--- config.mk ---
export PLATFORM = sky130hd
export DESIGN_NAME = aes_sub_core
export DESIGN_NICKNAME = d
export VERILOG_FILES = /design/src/aes_pkg.sv /design/src/wb_pkg.sv /design/src/add_round_key.sv /design/src/aes_sub_core.sv /design/src/sbox_unit.sv /design/src/state_collector.sv /design/src/state_serializer.sv /design/src/wb_regs.sv
export SDC_FILE = /design/constraint.sdc
export NUM_CORES = 2
export LEC_CHECK = 0
export BUFFER_PORTS_ARGS = -buffer_cell sky130_fd_sc_hd__buf_4
export CAP_MARGIN = 20
export CORE_ASPECT_RATIO = 1.75
export CORE_MARGIN = 3
export CORE_UTILIZATION = 64
export DETAILED_ROUTE_END_ITERATION = 10
export PLACE_DENSITY = 0.81
export SLEW_MARGIN = 0
export SYNTH_ARGS = -nofsm -noshare
export SYNTH_HDL_FRONTEND = slang
export SYNTH_SLANG_ARGS = --single-unit
export TNS_END_PERCENT = 100
--- constraint.sdc ---
create_clock -name clk -period 26.6 [get_ports clk]
set_input_delay 5.32 -clock clk [delete_from_list [all_inputs] [get_ports clk]]
set_output_delay 5.32 -clock clk [all_outputs]
set_load 0.02 [all_outputs]
--- src/aes_pkg.sv ---
// ==========================================================
// AES definitions: state and byte types, sizes, S-box
// constants and the register map of the host interface.
// ==========================================================
package aes_pkg;

    localparam int STATE_BYTES = 16;                          // Bytes in one AES state.
    localparam int WORD_BYTES  = 4;                           // State bytes per bus word.

    typedef logic [7:0] aes_byte_t;                           // One state byte.

    // Byte i sits at bits 8*i+7 : 8*i, so byte 0 is the least significant.
    typedef aes_byte_t [STATE_BYTES-1:0] aes_state_t;

    typedef logic [3:0] byte_idx_t;                           // Index of a byte in the state.

    localparam byte_idx_t LAST_BYTE = byte_idx_t'(STATE_BYTES - 1);  // Wrap point.

    // Field and affine constants of the S-box.
    localparam aes_byte_t GF_POLY       = 8'h1b;              // x^8+x^4+x^3+x+1 reduction.
    localparam aes_byte_t SBOX_AFFINE_C = 8'h63;              // Affine map constant.

    typedef logic [3:0] reg_word_t;                           // Word address on the bus.

    // Register map in word addresses.
    localparam reg_word_t REG_STATE0  = 4'd0;                 // State words 0 to 3.
    localparam reg_word_t REG_KEY0    = 4'd4;                 // Key words 4 to 7.
    localparam reg_word_t REG_CTRL    = 4'd8;                 // Bit 0 starts a run.
    localparam reg_word_t REG_STATUS  = 4'd9;                 // Bit 0 busy, bit 1 done.
    localparam reg_word_t REG_RESULT0 = 4'd12;                // Result words 12 to 15.

    localparam int CTRL_START_BIT  = 0;                       // Start bit in REG_CTRL.
    localparam int STATUS_BUSY_BIT = 0;                       // Busy flag in REG_STATUS.
    localparam int STATUS_DONE_BIT = 1;                       // Done flag in REG_STATUS.

endpackage

--- src/wb_pkg.sv ---
// ==========================================================
// Wishbone classic bus widths and the request and response
// bundles exchanged between master and slave.
// ==========================================================
package wb_pkg;

    localparam int WB_ADR_W = 6;                              // Byte address, word in [5:2].
    localparam int WB_DAT_W = 32;                             // Data bus width.
    localparam int WB_SEL_W = WB_DAT_W / 8;                   // One select per byte lane.

    typedef logic [WB_DAT_W-1:0] wb_data_t;                   // One bus data word.

    // Driven by the master.
    typedef struct packed {
        logic                cyc;                             // Bus cycle in progress.
        logic                stb;                             // Valid transfer.
        logic                we;                              // Write when high.
        logic [WB_ADR_W-1:0] adr;                             // Byte address.
        wb_data_t            dat_w;                           // Write data.
        logic [WB_SEL_W-1:0] sel;                             // Byte lane selects.
    } wb_req_t;

    // Driven by the slave.
    typedef struct packed {
        logic     ack;                                        // Transfer done.
        wb_data_t dat_r;                                      // Read data, valid with ack.
    } wb_rsp_t;

endpackage

--- src/add_round_key.sv ---
// ==========================================================
// AddRoundKey: XORs the 128-bit state with the round key.
// ==========================================================
module add_round_key (
    input  aes_pkg::aes_state_t state_in,                     // State from the register bank.
    input  aes_pkg::aes_state_t round_key,                    // Key from the register bank.
    output aes_pkg::aes_state_t ark_state                     // Keyed state to the serializer.
);

    import aes_pkg::*;

    aes_state_t keyed;                                        // Byte-wise XOR result.

    // Each byte takes the key byte at the same index.
    always_comb
    begin
        for (int i = 0; i < STATE_BYTES; i++)
        begin
            keyed[i] = state_in[i] ^ round_key[i];
        end
    end

    assign ark_state = keyed;                                 // No register, zero latency.

endmodule

--- src/aes_sub_core.sv ---
// ==========================================================
// AES round fragment: AddRoundKey then byte-serial SubBytes
// behind a Wishbone classic slave.
// ==========================================================
module aes_sub_core (
    input  logic            clk,
    input  logic            resetn,
    input  wb_pkg::wb_req_t wb_req,                           // Host bus request.
    output wb_pkg::wb_rsp_t wb_rsp                            // Host bus response.
);

    import aes_pkg::*;

    aes_state_t state_in;                                     // Plain state words.
    aes_state_t round_key;                                    // Key words.
    aes_state_t ark_state;                                    // State XOR key.
    aes_state_t result;                                       // Substituted state.
    aes_byte_t  ser_byte;                                     // Byte into the S-box.
    aes_byte_t  sub_byte;                                     // Byte out of the S-box.
    logic       load;
    logic       req;
    logic       sub_valid;
    logic       full;

    wb_regs i_wb_regs (
        .clk       (clk),
        .resetn    (resetn),
        .wb_req    (wb_req),
        .wb_rsp    (wb_rsp),
        .state_in  (state_in),
        .round_key (round_key),
        .load      (load),
        .req       (req),
        .result    (result),
        .full      (full)
    );

    add_round_key i_add_round_key (
        .state_in  (state_in),
        .round_key (round_key),
        .ark_state (ark_state)
    );

    state_serializer i_state_serializer (
        .clk       (clk),
        .resetn    (resetn),
        .load      (load),
        .ark_state (ark_state),
        .req       (req),
        .ser_byte  (ser_byte)
    );

    // req doubles as the S-box input valid.
    sbox_unit i_sbox_unit (
        .clk       (clk),
        .resetn    (resetn),
        .in_byte   (ser_byte),
        .in_valid  (req),
        .sub_byte  (sub_byte),
        .sub_valid (sub_valid)
    );

    state_collector i_state_collector (
        .clk       (clk),
        .resetn    (resetn),
        .sub_byte  (sub_byte),
        .sub_valid (sub_valid),
        .result    (result),
        .full      (full)
    );

endmodule

--- src/sbox_unit.sv ---
// ==========================================================
// Byte S-box: GF(2^8) inverse followed by the AES affine map,
// with a registered result and valid flag.
// ==========================================================
module sbox_unit (
    input  logic               clk,
    input  logic               resetn,
    input  aes_pkg::aes_byte_t in_byte,                       // Byte from the serializer.
    input  logic               in_valid,                      // Byte is wanted this cycle.
    output aes_pkg::aes_byte_t sub_byte,                      // Substituted byte.
    output logic               sub_valid                      // sub_byte holds a new value.
);

    import aes_pkg::*;

    aes_byte_t inv_byte;                                      // Field inverse of in_byte.
    aes_byte_t aff_byte;                                      // After the affine map.

    // Multiply by x modulo the AES polynomial.
    function automatic aes_byte_t xtime(input aes_byte_t a);
        xtime = {a[6:0], 1'b0} ^ (a[7] ? GF_POLY : 8'h00);
    endfunction

    // Shift-and-add field multiply.
    function automatic aes_byte_t gf_mul(input aes_byte_t a, input aes_byte_t b);
        aes_byte_t acc;
        aes_byte_t sh;
        acc = '0;
        sh  = a;
        for (int i = 0; i < 8; i++)
        begin
            if (b[i])
                acc = acc ^ sh;
            sh = xtime(sh);                                   // Next power of x times a.
        end
        gf_mul = acc;
    endfunction

    // a^254 = a^2 * a^4 * ... * a^128, which also maps 0 to 0.
    function automatic aes_byte_t gf_inv(input aes_byte_t a);
        aes_byte_t sq;
        aes_byte_t prod;
        sq   = gf_mul(a, a);
        prod = sq;
        for (int k = 2; k < 8; k++)
        begin
            sq   = gf_mul(sq, sq);                            // a^(2^k).
            prod = gf_mul(prod, sq);
        end
        gf_inv = prod;
    endfunction

    // b = a ^ rotl1 ^ rotl2 ^ rotl3 ^ rotl4 ^ 0x63.
    function automatic aes_byte_t affine(input aes_byte_t a);
        affine = a ^ {a[6:0], a[7]} ^ {a[5:0], a[7:6]}
                   ^ {a[4:0], a[7:5]} ^ {a[3:0], a[7:4]} ^ SBOX_AFFINE_C;
    endfunction

    assign inv_byte = gf_inv(in_byte);
    assign aff_byte = affine(inv_byte);

    // One cycle latency, result held between requests.
    always_ff @(posedge clk or negedge resetn)
    begin
        if (!resetn)
        begin
            sub_byte  <= '0;
            sub_valid <= 1'b0;
        end
        else
        begin
            sub_valid <= in_valid;
            if (in_valid)
                sub_byte <= aff_byte;
        end
    end

endmodule

--- src/state_collector.sv ---
// ==========================================================
// State collector: writes 16 substituted bytes back into a
// state and pulses full after the last one.
// ==========================================================
module state_collector (
    input  logic                clk,
    input  logic                resetn,
    input  aes_pkg::aes_byte_t  sub_byte,                     // Byte from the S-box.
    input  logic                sub_valid,                    // sub_byte is new.
    output aes_pkg::aes_state_t result,                       // Gathered state.
    output logic                full                          // All 16 bytes written.
);

    import aes_pkg::*;

    byte_idx_t wr_idx;                                        // Slot for the next byte.

    always_ff @(posedge clk or negedge resetn)
    begin
        if (!resetn)
        begin
            result <= '0;
            wr_idx <= '0;
            full   <= 1'b0;
        end
        else
        begin
            full <= sub_valid && (wr_idx == LAST_BYTE);       // Pulse after the wrap.
            if (sub_valid)
            begin
                result[wr_idx] <= sub_byte;
                if (wr_idx == LAST_BYTE)
                    wr_idx <= '0;
                else
                    wr_idx <= wr_idx + 1'b1;
            end
        end
    end

endmodule

--- src/state_serializer.sv ---
// ==========================================================
// State serializer: holds 16 keyed bytes and hands one byte
// to the S-box per request, wrapping after the last one.
// ==========================================================
module state_serializer (
    input  logic                clk,
    input  logic                resetn,
    input  logic                load,                         // Capture ark_state.
    input  aes_pkg::aes_state_t ark_state,                    // Keyed state from AddRoundKey.
    input  logic                req,                          // S-box takes the current byte.
    output aes_pkg::aes_byte_t  ser_byte                      // Byte at the read index.
);

    import aes_pkg::*;

    aes_state_t bytes_q;                                      // Stored state.
    byte_idx_t  rd_idx;                                       // Next byte to hand out.

    // Capture the whole state in one edge.
    always_ff @(posedge clk or negedge resetn)
    begin
        if (!resetn)
        begin
            bytes_q <= '0;
        end
        else if (load)
        begin
            bytes_q <= ark_state;
        end
    end

    // Read index walks 0..15 once per req.
    always_ff @(posedge clk or negedge resetn)
    begin
        if (!resetn)
        begin
            rd_idx <= '0;
        end
        else if (req)
        begin
            if (rd_idx == LAST_BYTE)
                rd_idx <= '0;                                 // All 16 bytes read.
            else
                rd_idx <= rd_idx + 1'b1;
        end
    end

    assign ser_byte = bytes_q[rd_idx];                        // Combinational from the index.

endmodule

--- src/wb_regs.sv ---
// ==========================================================
// Wishbone classic register bank with start, busy and done
// status, and the load and request sequencer of the datapath.
// ==========================================================
module wb_regs (
    input  logic                clk,
    input  logic                resetn,
    input  wb_pkg::wb_req_t     wb_req,                       // From the bus master.
    output wb_pkg::wb_rsp_t     wb_rsp,                       // To the bus master.
    output aes_pkg::aes_state_t state_in,                     // State words to AddRoundKey.
    output aes_pkg::aes_state_t round_key,                    // Key words to AddRoundKey.
    output logic                load,                         // Serializer capture pulse.
    output logic                req,                          // One byte per cycle.
    input  aes_pkg::aes_state_t result,                       // Substituted state.
    input  logic                full                          // Collector has 16 bytes.
);

    import aes_pkg::*;
    import wb_pkg::*;

    reg_word_t word;                                          // Word address of the access.
    logic [1:0] lane;                                         // Word within a 4-word group.
    logic      access;                                        // New transfer this cycle.
    logic      wr;                                            // New write this cycle.
    logic      start;                                         // Accepted start request.
    logic      ack;
    wb_data_t  dat_r;
    wb_data_t  rd_data;                                       // Read mux output.
    logic      busy;
    logic      done;
    byte_idx_t req_cnt;                                       // Requests issued so far.

    // sel is ignored, only full-word access is supported.
    assign word   = wb_req.adr[WB_ADR_W-1:2];
    assign lane   = word[1:0];
    assign access = wb_req.cyc && wb_req.stb && !ack;         // Ack low, so a fresh transfer.
    assign wr     = access && wb_req.we;
    assign start  = wr && (word == REG_CTRL) && wb_req.dat_w[CTRL_START_BIT] && !busy;

    // Read mux; the control word and holes read as zero.
    always_comb
    begin
        rd_data = '0;
        case (word[3:2])
            REG_STATE0[3:2]:  rd_data = state_in[WORD_BYTES*lane +: WORD_BYTES];
            REG_KEY0[3:2]:    rd_data = round_key[WORD_BYTES*lane +: WORD_BYTES];
            REG_RESULT0[3:2]: rd_data = result[WORD_BYTES*lane +: WORD_BYTES];
            default:
            begin
                if (word == REG_STATUS)
                begin
                    rd_data[STATUS_BUSY_BIT] = busy;
                    rd_data[STATUS_DONE_BIT] = done;
                end
            end
        endcase
    end

    // Single-cycle ack, read data captured with it.
    always_ff @(posedge clk or negedge resetn)
    begin
        if (!resetn)
        begin
            ack   <= 1'b0;
            dat_r <= '0;
        end
        else
        begin
            ack <= access;
            if (access)
                dat_r <= rd_data;
        end
    end

    // State and key words, frozen while a run is busy.
    always_ff @(posedge clk or negedge resetn)
    begin
        if (!resetn)
        begin
            state_in  <= '0;
            round_key <= '0;
        end
        else if (wr && !busy)
        begin
            if (word[3:2] == REG_STATE0[3:2])
                state_in[WORD_BYTES*lane +: WORD_BYTES] <= wb_req.dat_w;
            else if (word[3:2] == REG_KEY0[3:2])
                round_key[WORD_BYTES*lane +: WORD_BYTES] <= wb_req.dat_w;
        end
    end

    // Sequencer: start -> load -> 16 req cycles -> wait for full.
    always_ff @(posedge clk or negedge resetn)
    begin
        if (!resetn)
        begin
            busy    <= 1'b0;
            done    <= 1'b0;
            load    <= 1'b0;
            req     <= 1'b0;
            req_cnt <= '0;
        end
        else
        begin
            load <= start;                                    // Pulse in the cycle after ack edge.
            if (start)
            begin
                busy <= 1'b1;
                done <= 1'b0;                                 // New run clears done.
            end
            else if (full)
            begin
                busy <= 1'b0;
                done <= 1'b1;
            end
            if (load)
            begin
                req     <= 1'b1;
                req_cnt <= '0;
            end
            else if (req)
            begin
                if (req_cnt == LAST_BYTE)
                    req <= 1'b0;                              // 16th byte requested.
                req_cnt <= req_cnt + 1'b1;
            end
        end
    end

    assign wb_rsp.ack   = ack;
    assign wb_rsp.dat_r = dat_r;

endmodule
==> results by group <==
Critical path
  • Slowest cell on the critical path: xnor2_1
  • Critical Path RT: 27.09 ns
  • Critical Path Source Type: flop
  • Worst path arrival time: 21.11 ns
  • Slowest stage delay, CP: ~0.76 ns
  • Crit Path Max Fanout: 47
  • Critical path class: reg -> reg
  • CP Capture Type: flop
  • Most used cell, CP: xnor2_1

Placed design
  • IO Port Bufs: between 70 and 80
  • Final GP Congestion: around 0.94
  • Post-Place Cells: about 5,200
  • Final HPWL DP: 82.3 mm

Power and ir drop
  • Clk pwr share: 42.7%
  • LEAKAGE: 18.4 nW
  • Sw Ratio: between 20% and 30%
  • Net Switching: 0.369 mW
  • Comb pwr share: 3.8%
  • Peak supply drop: 63.3 uV
  • Reg power frac: a little over half
  • Pwr dens: 36.3 mW/mm^2
  • Cell Int Power: 1.26 mW

Logic synthesis
  • Sequential element share of the synthesized area: approximately a third
  • Top cells by count, synth: nand2_1, dfrtp_1, xnor2_1
  • Post-Syn Nets: ~4,600
  • Synthesis-stage register bit count: 571
  • Most frequent cell after synthesis: nand2_1
  • Cells after synthesis: around 4,500
  • Asr flop ratio synth: 100%
  • Cell Area, Synth: 0.0424 sq mm
  • Post-synthesis average cell area: 9.46 sq um
  • Netlist cell types: 131
  • Top post-synthesis cells by area: dfrtp_1, xnor2_1, nand2_1
  • Cell accounting for the most synthesized area: dfrtp_1
  • Post-synth EDFFs: 0
  • Synth warn: 0
  • Yosys top cell area share: 33.7%
  • Primary FF master, synth: dfrtp_1

Floorplanning
  • Chip width: 201 microns
  • Core area: 0.0655 sq mm
  • Die H: 347 microns
  • I/O Pins: 80
  • # rows: between 100 and 150
  • Initial Utilization: 64.8%
  • DIE AREA: between 0.06 and 0.07 sq mm

Cells and area
  • Fin nets: 4,461
  • Layout cell share with drive strength beyond 1: 15.6%
  • Layout Cells excl Fill: 5,313
  • Layout area overhead: 5.54%
  • Filler Cells Inserted: 4,964
  • Multi-input gate area: 0.0264 sq mm
  • Total area of sequential cells: approximately 0.014 sq mm

Clock network
  • Clock latency at the later pin of the worst-skew pair: approximately 0.60 ns
  • Cts hold-fix bufs: 0
  • Total clock buffers created by CTS: 47
  • Post-CTS Resized: 0
  • CTS Root Cell: clkbuf_16
  • Clock transition at the registers of the reported paths: roughly 0.070 ns
  • CTS tree: built
  • Num Clock Sinks: 571
  • Clock tree buffer depth: 3
  • H-Tree Depth: 2
  • Postcts setup bufs: 0

STA
  • Max Freq: 48.5 MHz
  • Worst clock skew: 0.0430 ns
  • RSZ-0062 raised after global routing: no
  • Final setup vio count: 0
  • Final Slew Violations: 0
  • Final Hold Fails: 0
  • Final period util: 77.5%
  • TNS Setup: 0 ns
  • Slew @ Worst Pin: approximately 1.1 ns
  • Rel. slew slack: 28.6%
  • Min cycle time layout: 20.62 ns

Routing
  • Post-route ant nets: 0
  • WL final: 120 mm
  • DRC: 0
  • Via density: 6.48
  • DR WL/cell: 22.6 microns
  • Routed via count: approximately 34,000
  • Detailed Route Iter0 Violations: approximately 2,700
  • DRT Pass-1 Iters: 8

Status
  • Status: finished, final reports clean

Global route
  • Antenna violations before repair: 2
  • Global Route Usage Sum: 33.9%
  • Remaining global-route overflow: 0
  • Met1 usage in global routing: 35.9%
  • M2 GR Usage: 60.3%
  • Grt peak-use layer: met2
  • Largest net degree at the start of global routing: 178
  • Vias in the first global route: 34,592
  • Met3 Track Usage GR: 4.08%
  • Global-route wire length before repair: between 150 and 200 mm

Job
  • Max cap viols: 0

Hold path
  • Worst hold path type: reg -> reg
-- final timing paths --
path,startpoint,end,cells after the start,slack [ns]
setup / recovery,i_state_serializer.rd_idx[2]$_DFFE_PN0P_,i_sbox_unit.sub_byte[2]$_DFFE_PN0P_,60,5.98
hold / removal,i_wb_regs.dat_r[25]$_DFFE_PN0P_,i_wb_regs.dat_r[25]$_DFFE_PN0P_,2,0.48
setup reg to reg,i_state_serializer.rd_idx[2]$_DFFE_PN0P_,i_sbox_unit.sub_byte[2]$_DFFE_PN0P_,60,5.98
hold reg to reg,i_wb_regs.dat_r[25]$_DFFE_PN0P_,i_wb_regs.dat_r[25]$_DFFE_PN0P_,2,0.48
max in group asynchronous,resetn,i_wb_regs.load$_DFF_PN0_,3,19.37
min in group asynchronous,resetn,i_wb_regs.state_in[99]$_DFFE_PN0P_,1,4.78
-- cell type report --
| class | instances | share of cell area [%] |
|---|---|---|
| clock buffers | 70 | 3.09 |
| repair buffers | 168 | 2.87 |
| diodes | 2 | 0.0112 |
| inverters | 34 | 0.347 |
| clock inverters | 13 | 0.293 |
| well taps | 882 | 2.46 |
| multi-input cells | 3573 | 59.0 |
| flip-flops and latches | 571 | 31.9 |
-- through the flow --
stage	power (mW)	hold slack (ns)	worst slack, ns	util [%]	cell area [sq um]
final	1.62	0.484	5.98	68.4	44800
after global placement	0.946	0.465	6.54	66.1	43200
after floorplan	0.911	0.374	10.27	-	42400
after global routing	1.67	0.510	4.77	68.4	44800
after CTS	1.63	0.487	6.32	68.4	44800
after detailed placement	0.947	0.471	6.39	66.1	43200
-- sequential cells by signal, summed over array words and instances (netlist names), 4 cells and up --
signal / flops
i_wb_regs.state_in: 128
i_state_collector.wr_idx: 4
i_wb_regs.dat_r: 32
i_wb_regs.round_key: 128
i_state_serializer.bytes_q: 128
i_wb_regs.req_cnt: 4
i_sbox_unit.sub_byte: 8
i_state_collector.result: 128
i_state_serializer.rd_idx: 4
-- power groups by stage --
stage               Sequential (mW)  Combinational, mW  Clock [mW]
floorplan                     0.886             0.0248           0
global placement              0.885             0.0612           0
detailed placement            0.885             0.0622           0
CTS                           0.869             0.0627       0.699
global route                  0.868             0.0674       0.735
finish                        0.869             0.0624       0.694
-- routing by layer --
| metal | part of all wire (%) | wire, microns |
|---|---|---|
| met1 | 33 | 39900 |
| met2 | 51 | 61300 |
| met3 | 6.2 | 7450 |
| met4 | 9.6 | 11600 |
| met5 | 0 | 0 |
-- cells in the final DEF (no fill, tap or decap), types with 12 or more instances in the layout --
cell	Yosys	final
a22oi_1	28	28
nor4_1	12	12
clkbuf_16	0	48
nor2_1	455	455
o22ai_1	32	32
and2_1	16	15
o31ai_1	13	13
a22o_1	12	12
and3_1	19	19
ha_1	19	19
o21ai_0	392	392
xnor2_1	541	528
xnor2_2	38	51
dfrtp_1	571	569
mux2_2	156	156
mux2i_1	98	98
a21oi_1	278	278
nor3_1	62	61
a32oi_1	13	13
nand3_1	95	95
xnor3_1	43	43
mux4_2	105	105
a211oi_1	27	27
buf_4	4	165
nand2_1	637	629
nand4_1	23	23
clkbuf_1	225	12
inv_1	28	28
a31oi_1	26	26
xor2_1	94	94
xnor3_2	14	14
o211ai_1	17	17
-- critical path: cells and delay by family, from the launching register on --
family | cells | cell delay [ns]
flip-flops | 1 | 0.34
buffers and inverters | 7 | 2.16
XOR/XNOR | 29 | 11.02
AO/OA/AOI/OAI | 7 | 2.11
AND/OR/NAND/NOR | 10 | 1.77
multiplexers | 4 | 1.73
adder cells (fa/ha/maj) | 3 | 1.27
-- logic make-up (layout without fill, tap and decap cells) --
logic type / count (synthesis) / in the layout / synth area share [%]
simple gates: 1409 / 1409 / 14.2
buf+inv: 341 / 285 / 4.37
flops: 571 / 571 / 33.7
other cells: 0 / 2 / 0
mux: 389 / 389 / 13.4
compound gates: 984 / 984 / 13.9
xor+xnor: 771 / 771 / 19.9
fa+ha+maj: 20 / 20 / 0.584
No activity file was read; power rests on OpenSTA's default activity.
